$ cat src/verilog/ddr3_pkg.sv
`default_nettype none

package ddr3_pkg;

  // One DFI beat carries two DQ transfers, one host word four beats
  localparam int DQ_WIDTH   = 16;
  localparam int BEAT_WIDTH = 2 * DQ_WIDTH;
  localparam int WORD_WIDTH = 4 * BEAT_WIDTH;

  localparam int BANK_BITS = 3;
  localparam int ADDR_BITS = 14;

  // Host word address is {bank[2:0], row[3:0], column block[2:0]}
  localparam int HOST_ADDR_BITS = 10;

  // Latencies in clock cycles, counted at the DDR3 pins
  localparam int WRITE_LAT = 5;
  localparam int READ_LAT  = 6;
  localparam int T_RCD     = 3;
  localparam int T_RP      = 3;

  // Command codes equal the pin levels {cs_n, ras_n, cas_n, we_n}
  typedef enum logic [3:0] {
    CMD_NOP       = 4'b0111,
    CMD_ACTIVATE  = 4'b0011,
    CMD_READ      = 4'b0101,
    CMD_WRITE     = 4'b0100,
    CMD_PRECHARGE = 4'b0010,
    CMD_DESELECT  = 4'b1111
  } ddr3_cmd_e;

  typedef union packed {
    ddr3_cmd_e code;
    struct packed {
      logic cs_n;
      logic ras_n;
      logic cas_n;
      logic we_n;
    } pins;
  } ddr3_cmd_u;

endpackage

`default_nettype wire

$ cat src/verilog/ddr3_wr_fmt.sv
`timescale 1ns/100ps
`default_nettype none

module ddr3_wr_fmt #(
  parameter bit PREFETCH = 1'b0
) (
  input  logic                                clock,
  input  logic                                reset,
  input  logic [ddr3_pkg::WORD_WIDTH-1:0]     host_wdata_i,
  input  logic [ddr3_pkg::WORD_WIDTH/8-1:0]   host_wmask_i,
  input  logic [1:0]                          beat_sel_i,
  output logic [ddr3_pkg::BEAT_WIDTH-1:0]     beat_data_o,
  output logic [ddr3_pkg::BEAT_WIDTH/8-1:0]   beat_mask_o
);

  import ddr3_pkg::*;

  localparam int BEAT_BYTES = BEAT_WIDTH / 8;

  logic [BEAT_WIDTH-1:0] sel_data;
  logic [BEAT_BYTES-1:0] sel_en;

  // Beat n is word bits [32n+31:32n], its low half goes out on the rising edge
  assign sel_data = host_wdata_i[beat_sel_i * BEAT_WIDTH +: BEAT_WIDTH];

  // Host mask blocks a byte, so invert to get per-byte write enables
  assign sel_en = ~host_wmask_i[beat_sel_i * BEAT_BYTES +: BEAT_BYTES];

  generate
    if (PREFETCH) begin : g_prefetch
      logic [BEAT_WIDTH-1:0] data_q;
      logic [BEAT_BYTES-1:0] en_q;

      // Extra register stage in front of the pins
      always_ff @(posedge clock) begin
        data_q <= sel_data;
        if (reset) begin
          en_q <= '0;
        end else begin
          en_q <= sel_en;
        end
      end

      assign beat_data_o = data_q;
      assign beat_mask_o = en_q;
    end else begin : g_direct
      assign beat_data_o = sel_data;
      assign beat_mask_o = sel_en;
    end
  endgenerate

endmodule

`default_nettype wire
$ cat config.mk
export PLATFORM = sky130hd
export DESIGN_NAME = ddr3_wr_fmt
export DESIGN_NICKNAME = d
export VERILOG_FILES = /design/src/verilog/ddr3_pkg.sv /design/src/verilog/ddr3_wr_fmt.sv
export SDC_FILE = /design/constraint.sdc
export NUM_CORES = 1
export LEC_CHECK = 0
export ABC_AREA = 1
export BUFFER_PORTS_ARGS = -buffer_cell sky130_fd_sc_hd__buf_2
export CORE_AREA = 2 2 73 75
export DETAILED_ROUTE_END_ITERATION = 10
export DIE_AREA = 0 0 75 77
export GPL_TIMING_DRIVEN = 0
export PLACE_DENSITY = 0.87
export SYNTH_ARGS = -nofsm -noshare
export SYNTH_HDL_FRONTEND = slang
export SYNTH_SLANG_ARGS = --single-unit
export TNS_END_PERCENT = 50
$ cat constraint.sdc
create_clock -name vclk -period 1.14
set_input_delay 0.285 -clock vclk [all_inputs]
set_output_delay 0.285 -clock vclk [all_outputs]
set_load 0.05 [all_outputs]
==> results_dict.tcl <==
set metrics [dict create \
    netlist_instances 404 \
    layout.core_utilization_pct 78.8 \
    via_count_of_the_first_global_routing_pass 2854 \
    avgViaCountPerCell 4.50 \
    post-dp-hpwl_um 5550 \
    first_iter_violations 83 \
    clkbuf_count 0 \
    class_of_the_most_critical_setup_path "primary input to output pin" \
    grt_pass1_wl_um 11500 \
    max_slew_margin_pct 90.9 \
    syn_to_final_growth_pct 131 \
    fmaxAchievable_mhz 777 \
    n_sequential_cell 0 \
    setup_violating_endpoint_count_in_the_final_report 36 \
    p_clk_share_pct 0 \
    worstMarginPinSlew_ns 0.136 \
    fin_crit_sh_pct 113 \
    maxCapViolCount 0 \
    synth.avg_cell_area_um2 4.20 \
    antenna_left 0 \
    finalHoldViolations 0 \
    yosys.area.top_type_share_pct 39.8 \
    die_h_um 77 \
    p_int_uw 891 \
    switching_share_pct 56.6 \
    detail_route.wirelength_um 7770 \
    cp_max_fanout 10 \
    drive_above_1_share_pct 54.7 \
    rsz0062_at_grt "yes" \
    grt_max_degree 11 \
    top_level_ports 184 \
    yosysWarningCount 0 \
    hold_start "host_wmask_i[9]" \
    synth_largest_area_cell "sky130_fd_sc_hd__nand2_1" \
    min_to "beat_mask_o[1]" \
    final.min_clock_period_ns 1.29 \
    ys_top_cells_by_area "sky130_fd_sc_hd__nand2_1 (40%), sky130_fd_sc_hd__inv_1 (28%), sky130_fd_sc_hd__nand3_1 (21%)" \
    maxSlewViolCount 0 \
    fin_cells 657 \
    die_width_um 75 \
    hold-path-cell-count 5 \
    timing.critical_path.to_type "output pin" \
    ir_worst_vdd_v 0.000394 \
    antennaDiodeCount 0 \
    power.static_leakage_nw 2.56 \
    switching_power_mw 1.16 \
    all_layer_gr_usage_pct 24.1 \
    io_buffer_count 180 \
    seq_area_frac_synth_pct 0 \
    power.density_nw_per_um2 524 \
    syn_nets 552 \
    post_synth_num_cell_types 8 \
    violations "setup timing" \
    crit_arrival_ns 1.00 \
    total_number_of_vias 2959 \
    p_comb_share_pct 100.0 \
    floorplan.rows 26 \
    routed_wire_length_per_instance_um 11.8 \
    share_seq_of_total_power_pct 0 \
    netlist_area_um2 1700 \
    dieArea_um2 5780 \
    synth.top_cells.by_count "sky130_fd_sc_hd__nand2_1 (180), sky130_fd_sc_hd__inv_1 (128), sky130_fd_sc_hd__nand3_1 (72), sky130_fd_sc_hd__buf_2 (12), sky130_fd_sc_hd__buf_6 (8)" \
    finalNetCount 737 \
    required_ns 0.85 \
    fp.coreArea_um2 4980 \
    critical_path.startpoint_type "primary input" \
    synth.most_common_cell "sky130_fd_sc_hd__nand2_1" \
    worst_hold_path_type "primary input to output pin" \
    drt_pass1_iterations 4 \
    antenna_violations_before_repair 0 \
    layout_setup_ws_ns -0.147 \
    route.detailed.drc 0 \
    start_util_pct 34.1 \
    status "complete, but fails checks" \
    global_route.overflow_total 0 \
    gp_congestion 0.831 \
    n_fill_cell 346 \
    seq_area_um2 0 \
    dpl.cell_count 654 \
]
[power by group through the flow]
stage          combinational (mW)  sequential [mW]  clock [mW]
5_1_grt                      2.18                0           0
3_3_place_gp                 1.59                0           0
3_5_place_dp                 1.62                0           0
2_1_floorplan                1.17                0           0
4_1_cts                      1.93                0           0
6_report                     2.05                0           0
[logic make-up (layout without fill, tap and decap cells)]
group	count (synthesis)	in the layout	synth area share (%)
and+or+nand+nor	252	252	61.1
buffers and inverters	152	335	38.9
[how the worst max path moves through the flow]
stage                  start  slack (ns)         endpoint
2_1_floorplan  beat_sel_i[0]       -0.03  beat_data_o[10]
3_3_place_gp   beat_sel_i[1]       -0.28  beat_data_o[28]
3_5_place_dp   beat_sel_i[1]       -0.29  beat_data_o[28]
4_1_cts        beat_sel_i[0]       -0.15  beat_data_o[26]
5_1_grt        beat_sel_i[0]       -0.18   beat_data_o[3]
6_report       beat_sel_i[0]       -0.15   beat_data_o[2]
[area by class of cell]
cell class	count	area [um2]	share of cell area, %
timing repair buffer	183	1310	33.5
buffer	22	300	7.66
multi-input combinational	252	1700	43.3
tap	70	87.6	2.23
inverter	130	520	13.3
[layout by cell type, fill, tap and decap left out]
cell,count
sky130_fd_sc_hd__nand3_4,2
sky130_fd_sc_hd__buf_8,36
sky130_fd_sc_hd__buf_2,144
sky130_fd_sc_hd__buf_12,6
sky130_fd_sc_hd__nand3_2,68
sky130_fd_sc_hd__nand2_2,8
sky130_fd_sc_hd__buf_6,10
sky130_fd_sc_hd__nand3_1,2
sky130_fd_sc_hd__nand2_4,35
sky130_fd_sc_hd__clkbuf_16,3
sky130_fd_sc_hd__inv_1,128
sky130_fd_sc_hd__buf_4,6
sky130_fd_sc_hd__nand2_1,136
sky130_fd_sc_hd__nand2_8,1
sky130_fd_sc_hd__inv_16,2
[routing by layer]
layer	vias to the layer above	global-route usage (%)	routed length, um
li1	1503	-	-
met1	1292	24.3	2770
met2	132	47.8	4270
met3	32	2.37	406
met4	0	9.29	323
met5	-	0	0
[critical path: stages]
cell and delay [ns]:
sky130_fd_sc_hd__buf_12 0.12, sky130_fd_sc_hd__buf_4 0.17, sky130_fd_sc_hd__nand2_1 0.10, sky130_fd_sc_hd__nand3_2 0.11, sky130_fd_sc_hd__nand2_4 0.07, sky130_fd_sc_hd__buf_8 0.14
[what timing repair did]
| item | 4_1_cts | 5_1_grt |
|---|---|---|
| hold buffers | 0 | 0 |
| resized for setup | 130 | 32 |
| setup endpoints to repair | 36 | 36 |
| cloned | 0 | 3 |
| setup buffers | 0 | 0 |
| pin swaps | 0 | 2 |
[per-stage QoR]
stage	hold WS, ns	cell area (um2)	total power [mW]	setup slack [ns]	TNS [ns]
2_1_floorplan	0.797	2250	1.17	-0.0298	-0.949
6_report	0.961	3920	2.05	-0.147	-4.62
5_1_grt	0.985	3920	2.18	-0.181	-5.85
3_5_place_dp	1.01	3240	1.62	-0.288	-9.44
4_1_cts	0.956	3720	1.93	-0.150	-4.88
3_3_place_gp	1.01	3240	1.59	-0.278	-9.11
(Power assumes the default switching activity.)
