`config.mk`:
```
export PLATFORM = sky130hd
export DESIGN_NAME = ddr3_cmd_seq
export DESIGN_NICKNAME = d
export VERILOG_FILES = /design/src/verilog/ddr3_pkg.sv /design/src/verilog/ddr3_cmd_seq.sv
export SDC_FILE = /design/constraint.sdc
export NUM_CORES = 1
export LEC_CHECK = 0
export BUFFER_PORTS_ARGS = -buffer_cell sky130_fd_sc_hd__buf_4
export CORE_MARGIN = 8
export CORE_UTILIZATION = 39
export DETAILED_ROUTE_END_ITERATION = 8
export GPL_TIMING_DRIVEN = 0
export PLACE_DENSITY = 0.75
export SETUP_SLACK_MARGIN = 0.02
export SLEW_MARGIN = 10
export SYNTH_ARGS = -nofsm -noshare
export SYNTH_HDL_FRONTEND = slang
export SYNTH_SLANG_ARGS = --single-unit
```
`constraint.sdc`:
```
create_clock -name clock -period 1.6 [get_ports clock]
set_clock_uncertainty 0.05 [all_clocks]
set_input_delay 0.24 -clock clock [delete_from_list [all_inputs] [get_ports clock]]
set_output_delay 0.24 -clock clock [all_outputs]
set_load 0.1 [all_outputs]
```
`src/verilog/ddr3_pkg.sv`:
```
`default_nettype none

package ddr3_pkg;

  // One DFI beat carries two DQ transfers, one host word four beats
  localparam int DQ_WIDTH   = 16;
  localparam int BEAT_WIDTH = 2 * DQ_WIDTH;
  localparam int WORD_WIDTH = 4 * BEAT_WIDTH;

  localparam int BANK_BITS = 3;
  localparam int ADDR_BITS = 14;

  // Host word address is {bank[2:0], row[3:0], column block[2:0]}
  localparam int HOST_ADDR_BITS = 10;

  // Latencies in clock cycles, counted at the DDR3 pins
  localparam int WRITE_LAT = 5;
  localparam int READ_LAT  = 6;
  localparam int T_RCD     = 3;
  localparam int T_RP      = 3;

  // Command codes equal the pin levels {cs_n, ras_n, cas_n, we_n}
  typedef enum logic [3:0] {
    CMD_NOP       = 4'b0111,
    CMD_ACTIVATE  = 4'b0011,
    CMD_READ      = 4'b0101,
    CMD_WRITE     = 4'b0100,
    CMD_PRECHARGE = 4'b0010,
    CMD_DESELECT  = 4'b1111
  } ddr3_cmd_e;

  typedef union packed {
    ddr3_cmd_e code;
    struct packed {
      logic cs_n;
      logic ras_n;
      logic cas_n;
      logic we_n;
    } pins;
  } ddr3_cmd_u;

endpackage

`default_nettype wire

```
`src/verilog/ddr3_cmd_seq.sv`:
```
`timescale 1ns/100ps
`default_nettype none

module ddr3_cmd_seq #(
  parameter bit PREFETCH = 1'b0
) (
  input  logic                                 clock,
  input  logic                                 reset,
  input  logic                                 host_req_i,
  input  logic                                 host_we_i,
  input  logic [ddr3_pkg::HOST_ADDR_BITS-1:0]  host_addr_i,
  output logic                                 host_ack_o,
  output ddr3_pkg::ddr3_cmd_u                  dfi_cmd_o,
  output logic [ddr3_pkg::BANK_BITS-1:0]       dfi_bank_o,
  output logic [ddr3_pkg::ADDR_BITS-1:0]       dfi_addr_o,
  output logic                                 dfi_cke_o,
  output logic                                 dfi_rst_n_o,
  output logic                                 dfi_wstb_o,
  output logic                                 dfi_wren_o,
  output logic                                 dfi_rden_o,
  output logic [1:0]                           beat_sel_o,
  input  logic                                 rd_valid_i,
  input  logic                                 rd_last_i
);

  import ddr3_pkg::*;

  localparam logic [2:0] S_IDLE = 3'd0;
  localparam logic [2:0] S_ACT  = 3'd1;
  localparam logic [2:0] S_RCD  = 3'd2;
  localparam logic [2:0] S_RW   = 3'd3;
  localparam logic [2:0] S_DATA = 3'd4;
  localparam logic [2:0] S_PRE  = 3'd5;
  localparam logic [2:0] S_RP   = 3'd6;
  localparam logic [2:0] S_ACK  = 3'd7;

  // Offsets from the DFI WRITE/READ cycle; the pins lag DFI by one cycle
  localparam int WR_START = 1 + WRITE_LAT - int'(PREFETCH);
  localparam int WR_DONE  = 1 + WRITE_LAT + 3;
  localparam int RD_START = 1 + READ_LAT;

  logic [2:0] state_q;
  logic [3:0] cnt_q;
  logic       in_data;

  assign in_data    = (state_q == S_DATA);
  assign dfi_bank_o = host_addr_i[9:7];

  // Enable windows, all counted from the DFI WRITE/READ cycle
  assign dfi_wstb_o = in_data && host_we_i && (cnt_q == 4'(WR_START - 1));
  assign dfi_wren_o = in_data && host_we_i &&
                      (cnt_q >= 4'(WR_START)) && (cnt_q < 4'(WR_START + 4));
  assign dfi_rden_o = in_data && !host_we_i &&
                      (cnt_q >= 4'(RD_START)) && (cnt_q < 4'(RD_START + 4));
  assign beat_sel_o = cnt_q[1:0] - 2'(WR_START);

  always_comb begin
    dfi_cmd_o.code = CMD_NOP;
    dfi_addr_o     = '0;
    case (state_q)
      S_IDLE: dfi_cmd_o.code = CMD_DESELECT;
      S_ACT: begin
        dfi_cmd_o.code = CMD_ACTIVATE;
        dfi_addr_o     = ADDR_BITS'(host_addr_i[6:3]);
      end
      S_RW: begin
        dfi_cmd_o.code = host_we_i ? CMD_WRITE : CMD_READ;
        // Burst of eight starts on an eight-aligned column
        dfi_addr_o     = ADDR_BITS'({host_addr_i[2:0], 3'b000});
      end
      // A10 stays low, so only the open bank closes
      S_PRE: dfi_cmd_o.code = CMD_PRECHARGE;
      default: ;
    endcase
  end

  always_ff @(posedge clock) begin
    if (reset) begin
      state_q     <= S_IDLE;
      cnt_q       <= '0;
      host_ack_o  <= 1'b0;
      dfi_cke_o   <= 1'b0;
      dfi_rst_n_o <= 1'b0;
    end else begin
      dfi_cke_o   <= 1'b1;
      dfi_rst_n_o <= 1'b1;
      case (state_q)
        S_IDLE: begin
          if (host_req_i && !host_ack_o && dfi_cke_o) begin
            state_q <= S_ACT;
          end
        end
        S_ACT: begin
          state_q <= S_RCD;
          cnt_q   <= 4'd1;
        end
        S_RCD: begin
          if (cnt_q == 4'(T_RCD - 1)) begin
            state_q <= S_RW;
          end else begin
            cnt_q <= cnt_q + 4'd1;
          end
        end
        S_RW: begin
          state_q <= S_DATA;
          cnt_q   <= 4'd1;
        end
        S_DATA: begin
          if (cnt_q != 4'hf) begin
            cnt_q <= cnt_q + 4'd1;
          end
          // Writes end with the last beat at the pins, reads on the last beat back
          if (host_we_i ? (cnt_q == 4'(WR_DONE)) : (rd_valid_i && rd_last_i)) begin
            state_q <= S_PRE;
          end
        end
        S_PRE: begin
          state_q <= S_RP;
          cnt_q   <= 4'd1;
        end
        S_RP: begin
          if (cnt_q == 4'(T_RP - 1)) begin
            state_q    <= S_ACK;
            host_ack_o <= 1'b1;
          end else begin
            cnt_q <= cnt_q + 4'd1;
          end
        end
        S_ACK: begin
          if (!host_req_i) begin
            state_q    <= S_IDLE;
            host_ack_o <= 1'b0;
          end
        end
        default: state_q <= S_IDLE;
      endcase
    end
  end

  // Four-phase rule: req may only drop once the access has been acknowledged
  a_req_held: assert property (
    @(posedge clock) disable iff (reset) $fell(host_req_i) |-> host_ack_o
  );

endmodule

`default_nettype wire

```
==> results.toml <==
[worst_setup_path]
worstSetupPathType = "flip-flop to output pin"
crit_buf_inv = 1
r2r_cells = 7
r2r_start = "cnt_q[1]"
r2r-end = "cnt_q[0]"
path_delay_family = "flip-flops"
crit_path_cell_trace = "ha_4 > nand2_1 > o22a_2 > nor3_4 > buf_12"
cp-end-kind = "output pin"
crit_arrival_ps = 1520
cp_max_fo = 7
crit_path_max_incr_delay_ps = 410
worstSetupStartpointType = "flip-flop"
worstPathRequired_ps = 1310
slowest_stage = "dfxtp_4"
rrSetupSlack_ps = -150

[die]
die_area_um2 = 3710
rows = 16
num_io_pins = 45
core_area_um2 = 1940
initial_core_util_pct = 40.5
dieHeight_um = 60.9
fp.dieW_um = 60.9

[synth]
synthTopCellsByCount = "buf_4 (13), nand2_1 (10), dfxtp_1 (9)"
synth-xor-area-share_pct = 0
synth_compound_area_share_pct = 21.3
synth_ff_type = "dfxtp_1"
yosysWarnings = 0
synth_cells = 99
synth_top_family_by_area = "simple AND/OR/NAND/NOR gates"
ys_ff_latch = 9
synth.distinct_cells = 34
synthArstFlopShare_pct = 0
synth_adder_area_share_pct = 4.77
syn_area_um2 = 787
synth.most_common_cell = "buf_4"
syn_area_per_cell_um2 = 7.95
synth-edff-count = 0
synth.largest_area_cell = "dfxtp_1"
synth_top_area_share_pct = 22.9
synth_mux_area_share_pct = 2.54
synth-simple-area-share_pct = 27.3
synth_area_leaders = "dfxtp_1 (23%), buf_4 (12%), ha_1 (4.8%)"
yosysSeqAreaShare_pct = 22.9

[detailed_routing]
viasPerCell = 5.13
drt_pass1_iterations = 4
routed_wl_mm = 3.10
remaining_drc_errors = 0
drtIter0Drc = 28
detail-route-antenna-nets = 0
routed-via-count = 933
wl_per_cell_um = 17.0

[final_layout]
drive_above_1_share_pct = 69.7
fin_nets = 175
fin_util_pct = 81.8
diodes = 0
area_growth_pct = 102

[hold_path]
holdPathStages = 2
hold_start = "reset"
min_path_type = "input port to flip-flop"
min_to = "state_q[1]"

[global_routing]
grt.busiest_layer = "met2"
antenna_found_initial = 0
grt_util_met2_pct = 27.5
track_usage_pct = 15.5
met3_usage_pct = 8.26
grt_pass1_vias = 983
gr-total-overflow = 0
grt_start_max_net_pins = 11
grt_pass1_wl_mm = 4.37
grt_use_met1_pct = 14.3

[clock_tree]
postCtsHoldBufs = 0
cts_buffer_depth = 2
clk_pin_slew_ps = 70
htree_levels = 1
cts-root-buf = "clkbuf_4"
cts_buffers = 3
clk_latency_ps = 280
tritoncts = "done"
cts.sinks = 9

[sta]
rsz0062_at_grt = "yes"
setup_viol = 13
finalMaxSlewViolations = 0
max_freq_mhz = 551
layout_setup_ws_ps = -214
finalHoldViolCount = 0
fin_crit_sh_pct = 113
fin_crit_ps = 1810

[pwr]
p_total_w = 0.00130
ir_drop_mv = 0.705
cellPowerDensity_nw_per_um2 = 817
p_leak_nw = 0.679

[place]
hpwl_mm = 1.90
io_buffers = 33
gp_congestion = 0.812
post-place-ws_ps = -110

[run]
maxCapViolCount = 0

[status]
violations = "negative setup slack"
status = "complete, but fails checks"
## routing by layer
| layer | routed length, um | part of all wire [%] | up-vias |
|---|---|---|---|
| li1 | - | - | 442 |
| met1 | 1030 | 33 | 441 |
| met3 | 284 | 9.2 | 5 |
| met2 | 1740 | 56 | 45 |
| met4 | 40 | 1.3 | 0 |
| met5 | 0 | 0 | - |
## report_power, final
part	total [W]	internal [W]	switching (W)
clock network	0.000194	0.0000928	0.000101
logic	0.000808	0.000283	0.000525
registers	0.000295	0.000250	0.0000449
## timing repair
item                                    in CTS  in global routing
pin swaps                                    5                  7
gates resized for setup                     56                 19
cloned                                       0                  2
setup buffers                                6                  4
endpoints found under the setup margin      16                 18
## stage by stage
stage	setup TNS, ps	cells	area, um^2	hold WS [ps]
final	-1310	182	1590	125
after global placement	-162	166	1180	408
after global routing	-2090	182	1590	117
after CTS	-770	176	1470	121
after floorplan	-808	106	896	262
after detailed placement	-345	166	1180	411
## cells in the final DEF, fill, tap and decap left out, types with 2 or more instances in the layout
cell type   n
buf_4      42
buf_12     13
conb_1      8
nand2_1     7
buf_6       5
and3_4      5
nor2_1      5
dfxtp_2     4
nand2_2     3
nor3_4      3
a211oi_1    3
ha_4        3
clkbuf_4    3
dfxtp_4     3
inv_4       2
nor2b_4     2
inv_2       2
nor2_4      2
o21ai_0     2
o22a_2      2
inv_1       2
a21boi_0    2
nand4_1     2
a21oi_1     2
a31oi_1     2
dfxtp_1     2
## how the worst max path moves through the flow
stage	endpoint	slack, ps	from	cells after the start
6_report	dfi_rden_o	-210	cnt_q[1]	5
5_1_grt	dfi_rden_o	-290	cnt_q[1]	5
4_1_cts	dfi_rden_o	-180	cnt_q[1]	5
3_5_place_dp	dfi_wstb_o	-110	state_q[0]	5
3_3_place_gp	dfi_wstb_o	-90	state_q[0]	5
2_1_floorplan	dfi_wstb_o	-470	cnt_q[1]	4
## worst register-to-register path, cell delays in order, from the launching register on
cell	delay, ps
dfxtp_4	390
ha_4	180
buf_4	130
and4b_4	210
o32ai_4	370
buf_4	180
o21ai_1	50
a21oi_1	120
## kinds of logic after synthesis
kind of cell             Yosys count
flip-flops                         9
other                              1
adder cells (fa/ha/maj)            3
AO/OA/AOI/OAI                     21
AND/OR/NAND/NOR                   39
buffers and inverters             24
multiplexers                       2
## state kept, by name, summed over array words and instances (netlist names)
name / cells
host_ack_o: 1
state_q: 3
dfi_rst_n_o: 1
cnt_q: 4
## area by class of cell
cell class,instances,area (um^2)
fill,129,354
timing repair buffer,45,510
multi-input combinational,73,633
tap,27,33.8
sequential,9,196
clock inverter,1,5.00
buffer,17,151
inverter,7,35.0
clock buffer,3,22.5
(Power assumes the default switching activity.)
