### config.mk
export PLATFORM = sky130hd
export DESIGN_NAME = ddr3_rd_gather
export DESIGN_NICKNAME = d
export VERILOG_FILES = /design/src/verilog/ddr3_pkg.sv /design/src/verilog/ddr3_rd_gather.sv
export SDC_FILE = /design/constraint.sdc
export NUM_CORES = 1
export LEC_CHECK = 0
export BUFFER_PORTS_ARGS = -buffer_cell sky130_fd_sc_hd__clkbuf_2
export CORE_MARGIN = 5
export CORE_UTILIZATION = 40
export DETAILED_ROUTE_END_ITERATION = 8
export GPL_TIMING_DRIVEN = 0
export PLACE_DENSITY = 0.74
export SLEW_MARGIN = 20
export SYNTH_ARGS = -nofsm -noshare
export SYNTH_HDL_FRONTEND = slang
export SYNTH_SLANG_ARGS = --single-unit
### constraint.sdc
create_clock -name clock -period 2.4 [get_ports clock]
set_input_delay 0.36 -clock clock [delete_from_list [all_inputs] [get_ports clock]]
set_output_delay 0.36 -clock clock [all_outputs]
set_load 0.02 [all_outputs]
### src/verilog/ddr3_pkg.sv
`default_nettype none

package ddr3_pkg;

  // One DFI beat carries two DQ transfers, one host word four beats
  localparam int DQ_WIDTH   = 16;
  localparam int BEAT_WIDTH = 2 * DQ_WIDTH;
  localparam int WORD_WIDTH = 4 * BEAT_WIDTH;

  localparam int BANK_BITS = 3;
  localparam int ADDR_BITS = 14;

  // Host word address is {bank[2:0], row[3:0], column block[2:0]}
  localparam int HOST_ADDR_BITS = 10;

  // Latencies in clock cycles, counted at the DDR3 pins
  localparam int WRITE_LAT = 5;
  localparam int READ_LAT  = 6;
  localparam int T_RCD     = 3;
  localparam int T_RP      = 3;

  // Command codes equal the pin levels {cs_n, ras_n, cas_n, we_n}
  typedef enum logic [3:0] {
    CMD_NOP       = 4'b0111,
    CMD_ACTIVATE  = 4'b0011,
    CMD_READ      = 4'b0101,
    CMD_WRITE     = 4'b0100,
    CMD_PRECHARGE = 4'b0010,
    CMD_DESELECT  = 4'b1111
  } ddr3_cmd_e;

  typedef union packed {
    ddr3_cmd_e code;
    struct packed {
      logic cs_n;
      logic ras_n;
      logic cas_n;
      logic we_n;
    } pins;
  } ddr3_cmd_u;

endpackage

`default_nettype wire

### src/verilog/ddr3_rd_gather.sv
`timescale 1ns/100ps
`default_nettype none

module ddr3_rd_gather (
  input  logic                             clock,
  input  logic                             reset,
  input  logic                             dfi_rden_i,
  input  logic [ddr3_pkg::BEAT_WIDTH-1:0]  dfi_rdata_i,
  output logic                             rd_valid_o,
  output logic                             rd_last_o,
  output logic [ddr3_pkg::WORD_WIDTH-1:0]  host_rdata_o
);

  import ddr3_pkg::*;

  logic                  rden_q;
  logic [1:0]            beat_idx_q;
  logic [BEAT_WIDTH-1:0] rdata_q;

  // Two-stage delay line: one for the lane capture, one for rdata_q
  always_ff @(posedge clock) begin
    if (reset) begin
      rden_q     <= 1'b0;
      rd_valid_o <= 1'b0;
      beat_idx_q <= 2'd0;
    end else begin
      rden_q     <= dfi_rden_i;
      rd_valid_o <= rden_q;
      if (rd_valid_o) begin
        beat_idx_q <= beat_idx_q + 2'd1;
      end
    end
  end

  assign rd_last_o = rd_valid_o && (beat_idx_q == 2'd3);

  // Word is held until the next burst overwrites it
  always_ff @(posedge clock) begin
    rdata_q <= dfi_rdata_i;
    if (rd_valid_o) begin
      host_rdata_o[beat_idx_q * BEAT_WIDTH +: BEAT_WIDTH] <= rdata_q;
    end
  end

  // Every burst is four back-to-back beats, the fourth one flagged last
  a_burst_of_four: assert property (
    @(posedge clock) disable iff (reset)
    $rose(rd_valid_o) |-> rd_valid_o [*3] ##1 (rd_valid_o && rd_last_o) ##1 !rd_valid_o
  );

endmodule

`default_nettype wire

==> impl_metrics.env, run 1 <==
export IMPL_status="finished, final reports clean"
export IMPL_synth_top_cell_by_area="edfxtp_1"
export IMPL_slew_headroom_pct=60.1
export IMPL_crit_required_ps=2670
export IMPL_async_flop_share_pct=0
export IMPL_grt_overflow=0
export IMPL_crit_type="reg -> reg"
export IMPL_insertedDiodeCount=0
export IMPL_grt_use_met2_pct=26.7
export IMPL_postCtsResizedCells=0
export IMPL_synth_avg_cell_area_um2=17.0
export IMPL_seqPwrFrac_pct=51.6
export IMPL_fin_skew_ps=11.2
export IMPL_drive_above_1_share_pct=40.2
export IMPL_max_clock_path_buffers=2
export IMPL_totalWireLength_um=13000
export IMPL_die_area_um2=16600
export IMPL_vias=3231
export IMPL_layout_setup_ws_ps=242
export IMPL_portBuffers=164
export IMPL_synthToLayoutAreaGrowth_pct=31.3
export IMPL_clk_latency_ps=420
export IMPL_numCtsBuffers=17
export IMPL_hpwl_um=8960
export IMPL_placementRows=43
export IMPL_initial_core_util_pct=40.8
export IMPL_io_pins=165
export IMPL_place_ws_ps=216
export IMPL_max_clock_freq_mhz=463
export IMPL_worstPathMaxFanout=10
export IMPL_gr_usage_all_layers_pct=16.0
export IMPL_met1_usage_pct=19.1
export IMPL_combPwrFrac_pct=3.8
export IMPL_postCtsSetupBuffers=0
export IMPL_yosysWarningCount=0
export IMPL_crit_chain="buf_4 -> inv_1 -> ha_1 -> nor3b_2 -> clkbuf_1 -> and2_1"
export IMPL_leakage_uw=0.00319
export IMPL_die_y_um=129
export IMPL_cts_clk_slew_worst_paths_ps=60
export IMPL_setup_viol=0
export IMPL_clock_sinks=164
export IMPL_worst_pin_slew_ps=598
export IMPL_yosysSeqAreaShare_pct=81.0
export IMPL_antenna_found_initial=0
export IMPL_synth_distinct_cells=19
export IMPL_drt_iter0_drc=154
export IMPL_fp_coreArea_um2=13800
export IMPL_switching_power_uw=1180
export IMPL_synth_top_area_share_pct=68.2
export IMPL_synth_edf_count=128
export IMPL_design_area_um2=7400
export IMPL_grt_max_degree=19
export IMPL_crit_slowest_cell="clkbuf_1"
export IMPL_place_congestion=0.744
export IMPL_syn_num_nets=371
export IMPL_netlist_instances=331
export IMPL_slew_viol_final=0
export IMPL_maxCapViolCount=0
export IMPL_utilization_pct=53.5
export IMPL_timing_final_crit_share_pct=89.9
export IMPL_p_int_uw=4910
export IMPL_synth_top_cells_by_area="edfxtp_1, and2_1, dfxtp_1, ha_1, clkbuf_2"
export IMPL_htree_levels=4
export IMPL_nets=558
export IMPL_syn_area_um2=5640
export IMPL_worst_path_buf_inv=3
export IMPL_hp_class="in -> reg"
export IMPL_globalRouteMet3Util_pct=5.60
export IMPL_path_delay_family="buffers and inverters"
export IMPL_post_dp_cell_area_um2=6800
export IMPL_grt_pass1_wl_um=19100
export IMPL_worstSetupStartpointType="register"
export IMPL_wl_per_cell_um=18.2
export IMPL_hold_viol=0
export IMPL_dr_pass1_iters=4
export IMPL_die_w_um=129
export IMPL_viasPerCell=4.55
export IMPL_p_clk_share_pct=44.6
export IMPL_synth_common_cells="edfxtp_1, and2_1, dfxtp_1"
export IMPL_synth_main_ff_cell="edfxtp_1"
export IMPL_finalCriticalPeriod_ps=2160
export IMPL_holdBufCountCts=0
export IMPL_ir_drop_mv=0.468
export IMPL_sw_frac_of_total_pct=19.3
export IMPL_powerDensity_nw_per_um2=822
export IMPL_cts_tree="done"
export IMPL_drtAntennaViolNets=0
export IMPL_rsz0062_at_grt="no"
export IMPL_yosys_register_bits=164
export IMPL_worstSetupEndpointType="register"
export IMPL_drc_errors=0
export IMPL_cp_slowest_stage_delay_ps=490
export IMPL_cp_data_arrival_time_ps=2430
export IMPL_synth_most_common_cell="edfxtp_1"
export IMPL_grt_pass1_vias=3367
export IMPL_cts_root_buffer="clkbuf_16"
export IMPL_gr_max_usage_layer="met2"
## path summary, 6_finish.rpt
| check | depth (start not counted) | startpoint | slack [ps] | end |
|---|---|---|---|---|
| hold reg to reg | 1 | rden_q$_SDFF_PP0_ | 450 | rd_valid_o$_SDFF_PP0_ |
| setup reg to reg | 6 | beat_idx_q[0]$_SDFFE_PP0P_ | 240 | host_rdata_o[112]$_DFFE_PP_ |
| setup / recovery | 6 | beat_idx_q[0]$_SDFFE_PP0P_ | 240 | host_rdata_o[112]$_DFFE_PP_ |
| hold / removal | 1 | dfi_rdata_i[2] | 40 | rdata_q[2]$_DFF_P_ |
## worst reg2reg max path: stages (launching register included)
cell and delay [ps]:
dfxtp_1 350, buf_4 190, inv_1 90, ha_1 400, nor3b_2 260, clkbuf_1 490
and2_1 230
## placed cells by master (no fill, tap or decap)
cell type,n
dfxtp_1,36
clkinv_2,5
ha_1,5
inv_1,2
edfxtp_1,128
nand2b_1,2
nor4b_4,1
nor2b_1,2
buf_4,1
and2_2,4
xnor2_1,1
nor3b_2,1
and4bb_1,1
or3b_2,2
and2_1,122
clkbuf_1,7
clkbuf_16,17
nand2_1,1
clkbuf_2,170
mux2i_1,1
clkinvlp_4,2
nor2_1,8
bufinv_16,3
and3b_1,1
clkbuf_8,3
buf_16,4
## sequential cells by signal (all words and copies together) (netlist names)
| name | flops |
|---|---|
| beat_idx_q | 2 |
| rdata_q | 32 |
| rden_q | 1 |
| rd_valid_o | 1 |
| host_rdata_o | 128 |
## per-stage QoR
stage	hold slack, ps	TNS [ps]	total power (uW)	instances
after CTS	18.5	0	6130	710
after global routing	21.5	0	6280	710
final	38.2	0	6080	710
after floorplan	388	0	3320	331
after global placement	427	-13140	3420	675
after detailed placement	444	0	3430	679
## kinds of logic after synthesis
group,share of synthesized area [%]
XOR/XNOR,0.155
adder cells (fa/ha/maj),1.11
buffers and inverters,1.20
flip-flops,81.0
multiplexers,0.178
AND/OR/NAND/NOR,16.4
## cell type report
cell class	count	area, um2
Tap cell	180	225
Inverter	2	7.51
Clock buffer	21	470
Buffer	13	60.1
Clock inverter	10	130
Timing Repair Buffer	168	931
Multi-Input combinational cell	152	1010
Fill cell	1129	6430
Sequential cell	164	4560
## power by group through the flow
stage	registers, uW	logic [uW]	clock network (uW)
final	3140	233	2710
after global routing	3140	257	2880
after CTS	3140	237	2750
after detailed placement	3200	237	0
after global placement	3200	225	0
after floorplan	3220	104	0
## routing by layer
| layer | up-vias | share of wire, % |
|---|---|---|
| met4 | 0 | 1.9 |
| met5 | - | 0 |
| met2 | 135 | 50 |
| li1 | 1514 | - |
| met3 | 22 | 7.9 |
| met1 | 1560 | 40 |
Power figures use the tool's default switching activity.
==> inputs of run 2 (changes only) <==
Settings changed: PLACE_DENSITY 0.74 to 0.76.
==> impl_metrics.env, run 2 (synthesized netlist as in run 1, its figures left out) <==
export IMPL_leakage_uw=0.00321
export IMPL_wl_per_cell_um=18.2
export IMPL_crit_chain="buf_4 -> inv_1 -> ha_1 -> nor3b_2 -> clkbuf_1 -> and2_1"
export IMPL_rsz0062_at_grt="no"
export IMPL_dr_pass1_iters=4
export IMPL_slew_viol_final=0
export IMPL_drtAntennaViolNets=0
export IMPL_top_register="host_rdata_o"
export IMPL_initial_core_util_pct=40.8
export IMPL_worstSetupEndpointType="register"
export IMPL_io_pins=165
export IMPL_crit_path_start="beat_idx_q[0]$_SDFFE_PP0P_"
export IMPL_placementRows=43
export IMPL_cp_data_arrival_time_ps=2510
export IMPL_crit_type="reg -> reg"
export IMPL_gr_usage_all_layers_pct=16.1
export IMPL_grt_pass1_vias=3453
export IMPL_antenna_found_initial=1
export IMPL_status="finished, final reports clean"
export IMPL_ir_drop_mv=0.485
export IMPL_clock_sinks=164
export IMPL_synthToLayoutAreaGrowth_pct=32.4
export IMPL_timing_rr_start="beat_idx_q[0]$_SDFFE_PP0P_"
export IMPL_die_area_um2=16600
export IMPL_finalCriticalPeriod_ps=2230
export IMPL_cts_tree="done"
export IMPL_viasPerCell=4.55
export IMPL_powerDensity_nw_per_um2=857
export IMPL_fin_skew_ps=13.1
export IMPL_worstSetupStartpointType="register"
export IMPL_min_from="dfi_rdata_i[19]"
export IMPL_die_w_um=129
export IMPL_insertedDiodeCount=0
export IMPL_totalWireLength_um=12900
export IMPL_layout_commonest_cell="clkbuf_2"
export IMPL_holdBufCountCts=0
export IMPL_nets=558
export IMPL_cts_clk_slew_worst_paths_ps=60
export IMPL_design_area_um2=7460
export IMPL_maxCapViolCount=0
export IMPL_portBuffers=164
export IMPL_crit_slowest_cell="clkbuf_1"
export IMPL_hold_viol=0
export IMPL_crit_required_ps=2680
export IMPL_worstPathMaxFanout=10
export IMPL_largest_reg_flops=128
export IMPL_grt_max_degree=20
export IMPL_utilization_pct=54.0
export IMPL_place_congestion=0.724
export IMPL_die_y_um=129
export IMPL_hpwl_um=8970
export IMPL_path_delay_family="buffers and inverters"
export IMPL_slew_headroom_pct=53.6
export IMPL_postCtsResizedCells=0
export IMPL_max_clock_freq_mhz=449
export IMPL_final_cells=710
export IMPL_worst_path_buf_inv=3
export IMPL_hp_class="in -> reg"
export IMPL_clk_latency_ps=430
export IMPL_cp_slowest_stage_delay_ps=560
export IMPL_setup_viol=0
export IMPL_postCtsSetupBuffers=0
export IMPL_htree_levels=4
export IMPL_numCtsBuffers=17
export IMPL_drive_above_1_share_pct=39.8
export IMPL_worst_pin_slew_ps=696
export IMPL_fp_coreArea_um2=13800
export IMPL_post_dp_cell_area_um2=6800
export IMPL_grt_overflow=0
export IMPL_grt_pass1_wl_um=19200
export IMPL_tns_ps=0
export IMPL_layout_common_cells="clkbuf_2, edfxtp_1, and2_1"
export IMPL_max_clock_path_buffers=2
export IMPL_vias=3228
export IMPL_timing_final_crit_share_pct=92.9
export IMPL_drc_errors=0
export IMPL_drt_iter0_drc=165
export IMPL_cts_root_buffer="clkbuf_16"
export IMPL_dpl_cell_count=679
export IMPL_reg_largest_list="host_rdata_o: 128 flops, rdata_q: 32 flops, beat_idx_q: 2 flops"
[run 2: cell types whose count changed in the layout (fill, tap and decap cells not counted), sizes merged]
cell,previous run,this run
bufinv,3,6
clkinv,5,1
clkbuf,197,198
[run 2: per-layer routing]
layer,track usage (%),share of wire (%)
met5,0,0
met4,5.68,1.3
met3,6.93,9.2
met2,26.9,50
met1,18.6,40
[run 2: through the flow]
step / total power (uW) / worst slack [ps] / hold slack [ps]
floorplan: 3320 / 326 / 388
global placement: 3420 / -314 / 427
detailed placement: 3440 / 189 / 438
CTS: 6440 / 146 / 13.7
global route: 6600 / 13.3 / 5.57
finish: 6390 / 171 / 31.7
[run 2: power breakdown]
part	switching, uW	internal [uW]
registers	31.5	3110
logic	135	96.5
clock network	1020	2000
total	1190	5200
[run 2: path summary, 6_finish.rpt]
check                           slack (ps)                          end  cells past startpoint
worst max-delay path                   170  host_rdata_o[113]$_DFFE_PP_                      6
worst min-delay path                    30          rdata_q[19]$_DFF_P_                      1
worst max register to register         170  host_rdata_o[113]$_DFFE_PP_                      6
worst min register to register         450        rd_valid_o$_SDFF_PP0_                      1
[run 2: layout make-up]
type / count / area (um2)
multi-input combinational: 152 / 1010
fill: 1107 / 6370
clock buffer: 22 / 464
sequential: 164 / 4560
clock inverter: 9 / 200
tap: 180 / 225
timing repair buffer: 168 / 931
inverter: 2 / 7.51
buffer: 13 / 60.1
==> inputs of run 3 (changes only) <==
Settings changed: MAX_ROUTING_LAYER set to met4.
==> impl_metrics.env, run 3 (synthesized netlist as in run 1, its figures left out) <==
export IMPL_layout_commonest_cell="clkbuf_2"
export IMPL_crit_slowest_cell="clkbuf_1"
export IMPL_worst_pin_slew_ps=669
export IMPL_crit_chain="buf_4 -> inv_1 -> ha_1 -> nor3b_2 -> clkbuf_1 -> and2_1"
export IMPL_clk_latency_ps=430
export IMPL_largest_reg_flops=128
export IMPL_place_ws_ps=189
export IMPL_grt_pass1_vias=3465
export IMPL_max_clock_path_buffers=2
export IMPL_grt_max_degree=20
export IMPL_drive_above_1_share_pct=39.8
export IMPL_hp_class="in -> reg"
export IMPL_insertedDiodeCount=0
export IMPL_grt_overflow=0
export IMPL_drc_errors=0
export IMPL_finalPower_uw=6390
export IMPL_worstSetupStartpointType="register"
export IMPL_die_area_um2=16600
export IMPL_status="finished, final reports clean"
export IMPL_leakage_uw=0.00321
export IMPL_layout_common_cells="clkbuf_2, edfxtp_1, and2_1"
export IMPL_crit_required_ps=2680
export IMPL_maxCapViolCount=0
export IMPL_tns_ps=0
export IMPL_ff2ff_path_depth=6
export IMPL_synthToLayoutAreaGrowth_pct=32.4
export IMPL_utilization_pct=54.0
export IMPL_crit_end="host_rdata_o[113]$_DFFE_PP_"
export IMPL_cts_clk_slew_worst_paths_ps=60
export IMPL_gr_max_usage_layer="met2"
export IMPL_regArea_um2=4560
export IMPL_timing_rr_start="beat_idx_q[0]$_SDFFE_PP0P_"
export IMPL_dr_pass1_iters=4
export IMPL_initial_core_util_pct=40.8
export IMPL_antenna_found_initial=1
export IMPL_htree_levels=4
export IMPL_worstSetupEndpointType="register"
export IMPL_postCtsSetupBuffers=0
export IMPL_postCtsResizedCells=0
export IMPL_cp_slowest_stage_delay_ps=540
export IMPL_rsz0062_at_grt="no"
export IMPL_slew_headroom_pct=55.4
export IMPL_holdBufCountCts=0
export IMPL_multi_input_area_um2=1010
export IMPL_die_w_um=129
export IMPL_hpwl_um=8970
export IMPL_crit_type="reg -> reg"
export IMPL_met1_usage_pct=18.9
export IMPL_fillers=1107
export IMPL_viasPerCell=4.56
export IMPL_powerDensity_nw_per_um2=857
export IMPL_hold_viol=0
export IMPL_crit_path_start="beat_idx_q[0]$_SDFFE_PP0P_"
export IMPL_cts_root_buffer="clkbuf_16"
export IMPL_io_pins=165
export IMPL_reg_largest_list="host_rdata_o: 128 flops, rdata_q: 32 flops, beat_idx_q: 2 flops"
export IMPL_totalWireLength_um=12900
export IMPL_timing_final_crit_share_pct=92.0
export IMPL_layout_setup_ws_ps=191
export IMPL_setup_viol=0
export IMPL_min_from="dfi_rdata_i[28]"
export IMPL_ir_drop_mv=0.486
export IMPL_clock_sinks=164
export IMPL_place_congestion=0.732
export IMPL_worstPathMaxFanout=10
export IMPL_drt_iter0_drc=163
export IMPL_cp_data_arrival_time_ps=2490
export IMPL_die_y_um=129
export IMPL_globalRouteMet3Util_pct=6.60
export IMPL_portBuffers=164
export IMPL_grt_pass1_wl_um=19100
export IMPL_slew_viol_final=0
export IMPL_placementRows=43
export IMPL_gr_usage_all_layers_pct=16.6
export IMPL_fin_skew_ps=13.3
export IMPL_r2r_end="host_rdata_o[113]$_DFFE_PP_"
export IMPL_finalCriticalPeriod_ps=2210
export IMPL_nets=558
export IMPL_r2r_slack_ps=190
export IMPL_vias=3236
export IMPL_cts_tree="done"
export IMPL_wl_per_cell_um=18.2
export IMPL_numCtsBuffers=17
export IMPL_max_clock_freq_mhz=453
export IMPL_grt_use_met2_pct=26.8
export IMPL_drtAntennaViolNets=0
export IMPL_top_register="host_rdata_o"
export IMPL_fp_coreArea_um2=13800
run 3: worst min path at each step:
| stage | end | slack (ps) | cells after the start |
|---|---|---|---|
| after CTS | rdata_q[2]$_DFF_P_ | 10 | 1 |
| after detailed placement | rd_valid_o$_SDFF_PP0_ | 440 | 1 |
| final | rdata_q[28]$_DFF_P_ | 30 | 1 |
| after floorplan | rdata_q[0]$_DFF_P_ | 390 | 0 |
| after global routing | rdata_q[19]$_DFF_P_ | 6 | 1 |
| after global placement | rd_valid_o$_SDFF_PP0_ | 430 | 1 |
run 3: per-stage QoR:
step | hold WS, ps | cell area [um2] | instances
final | 30.8 | 7460 | 710
after global routing | 5.57 | 7460 | 710
after CTS | 13.7 | 7460 | 710
after detailed placement | 438 | 6800 | 679
after global placement | 427 | 6680 | 675
after floorplan | 388 | 5640 | 331
run 3: metal layers:
metal | part of all wire, % | vias to the layer above
met5 | 0 | -
met4 | 1.3 | 0
met3 | 9.5 | 18
met2 | 50 | 152
met1 | 39 | 1554
li1 | - | 1512
run 3: layout make-up:
cell class / count / area share (%)
Buffer: 13 / 0.805
Clock buffer: 22 / 6.22
Multi-Input combinational cell: 152 / 13.5
Timing Repair Buffer: 168 / 12.5
Clock inverter: 9 / 2.68
Tap cell: 180 / 3.02
Sequential cell: 164 / 61.2
Inverter: 2 / 0.101
run 3: worst max-delay path: cells and delay by family (launching register included):
family | cells | cell delay [ps]
buffers and inverters | 3 | 820
DFF | 1 | 360
and+or+nand+nor | 2 | 480
adders and majority gates | 1 | 410
run 3: report_power, final:
group / total (uW) / switching (uW) / internal, uW
Sequential: 3140 / 31.6 / 3110
Clock: 3020 / 1020 / 2000
Combinational: 232 / 136 / 96.6
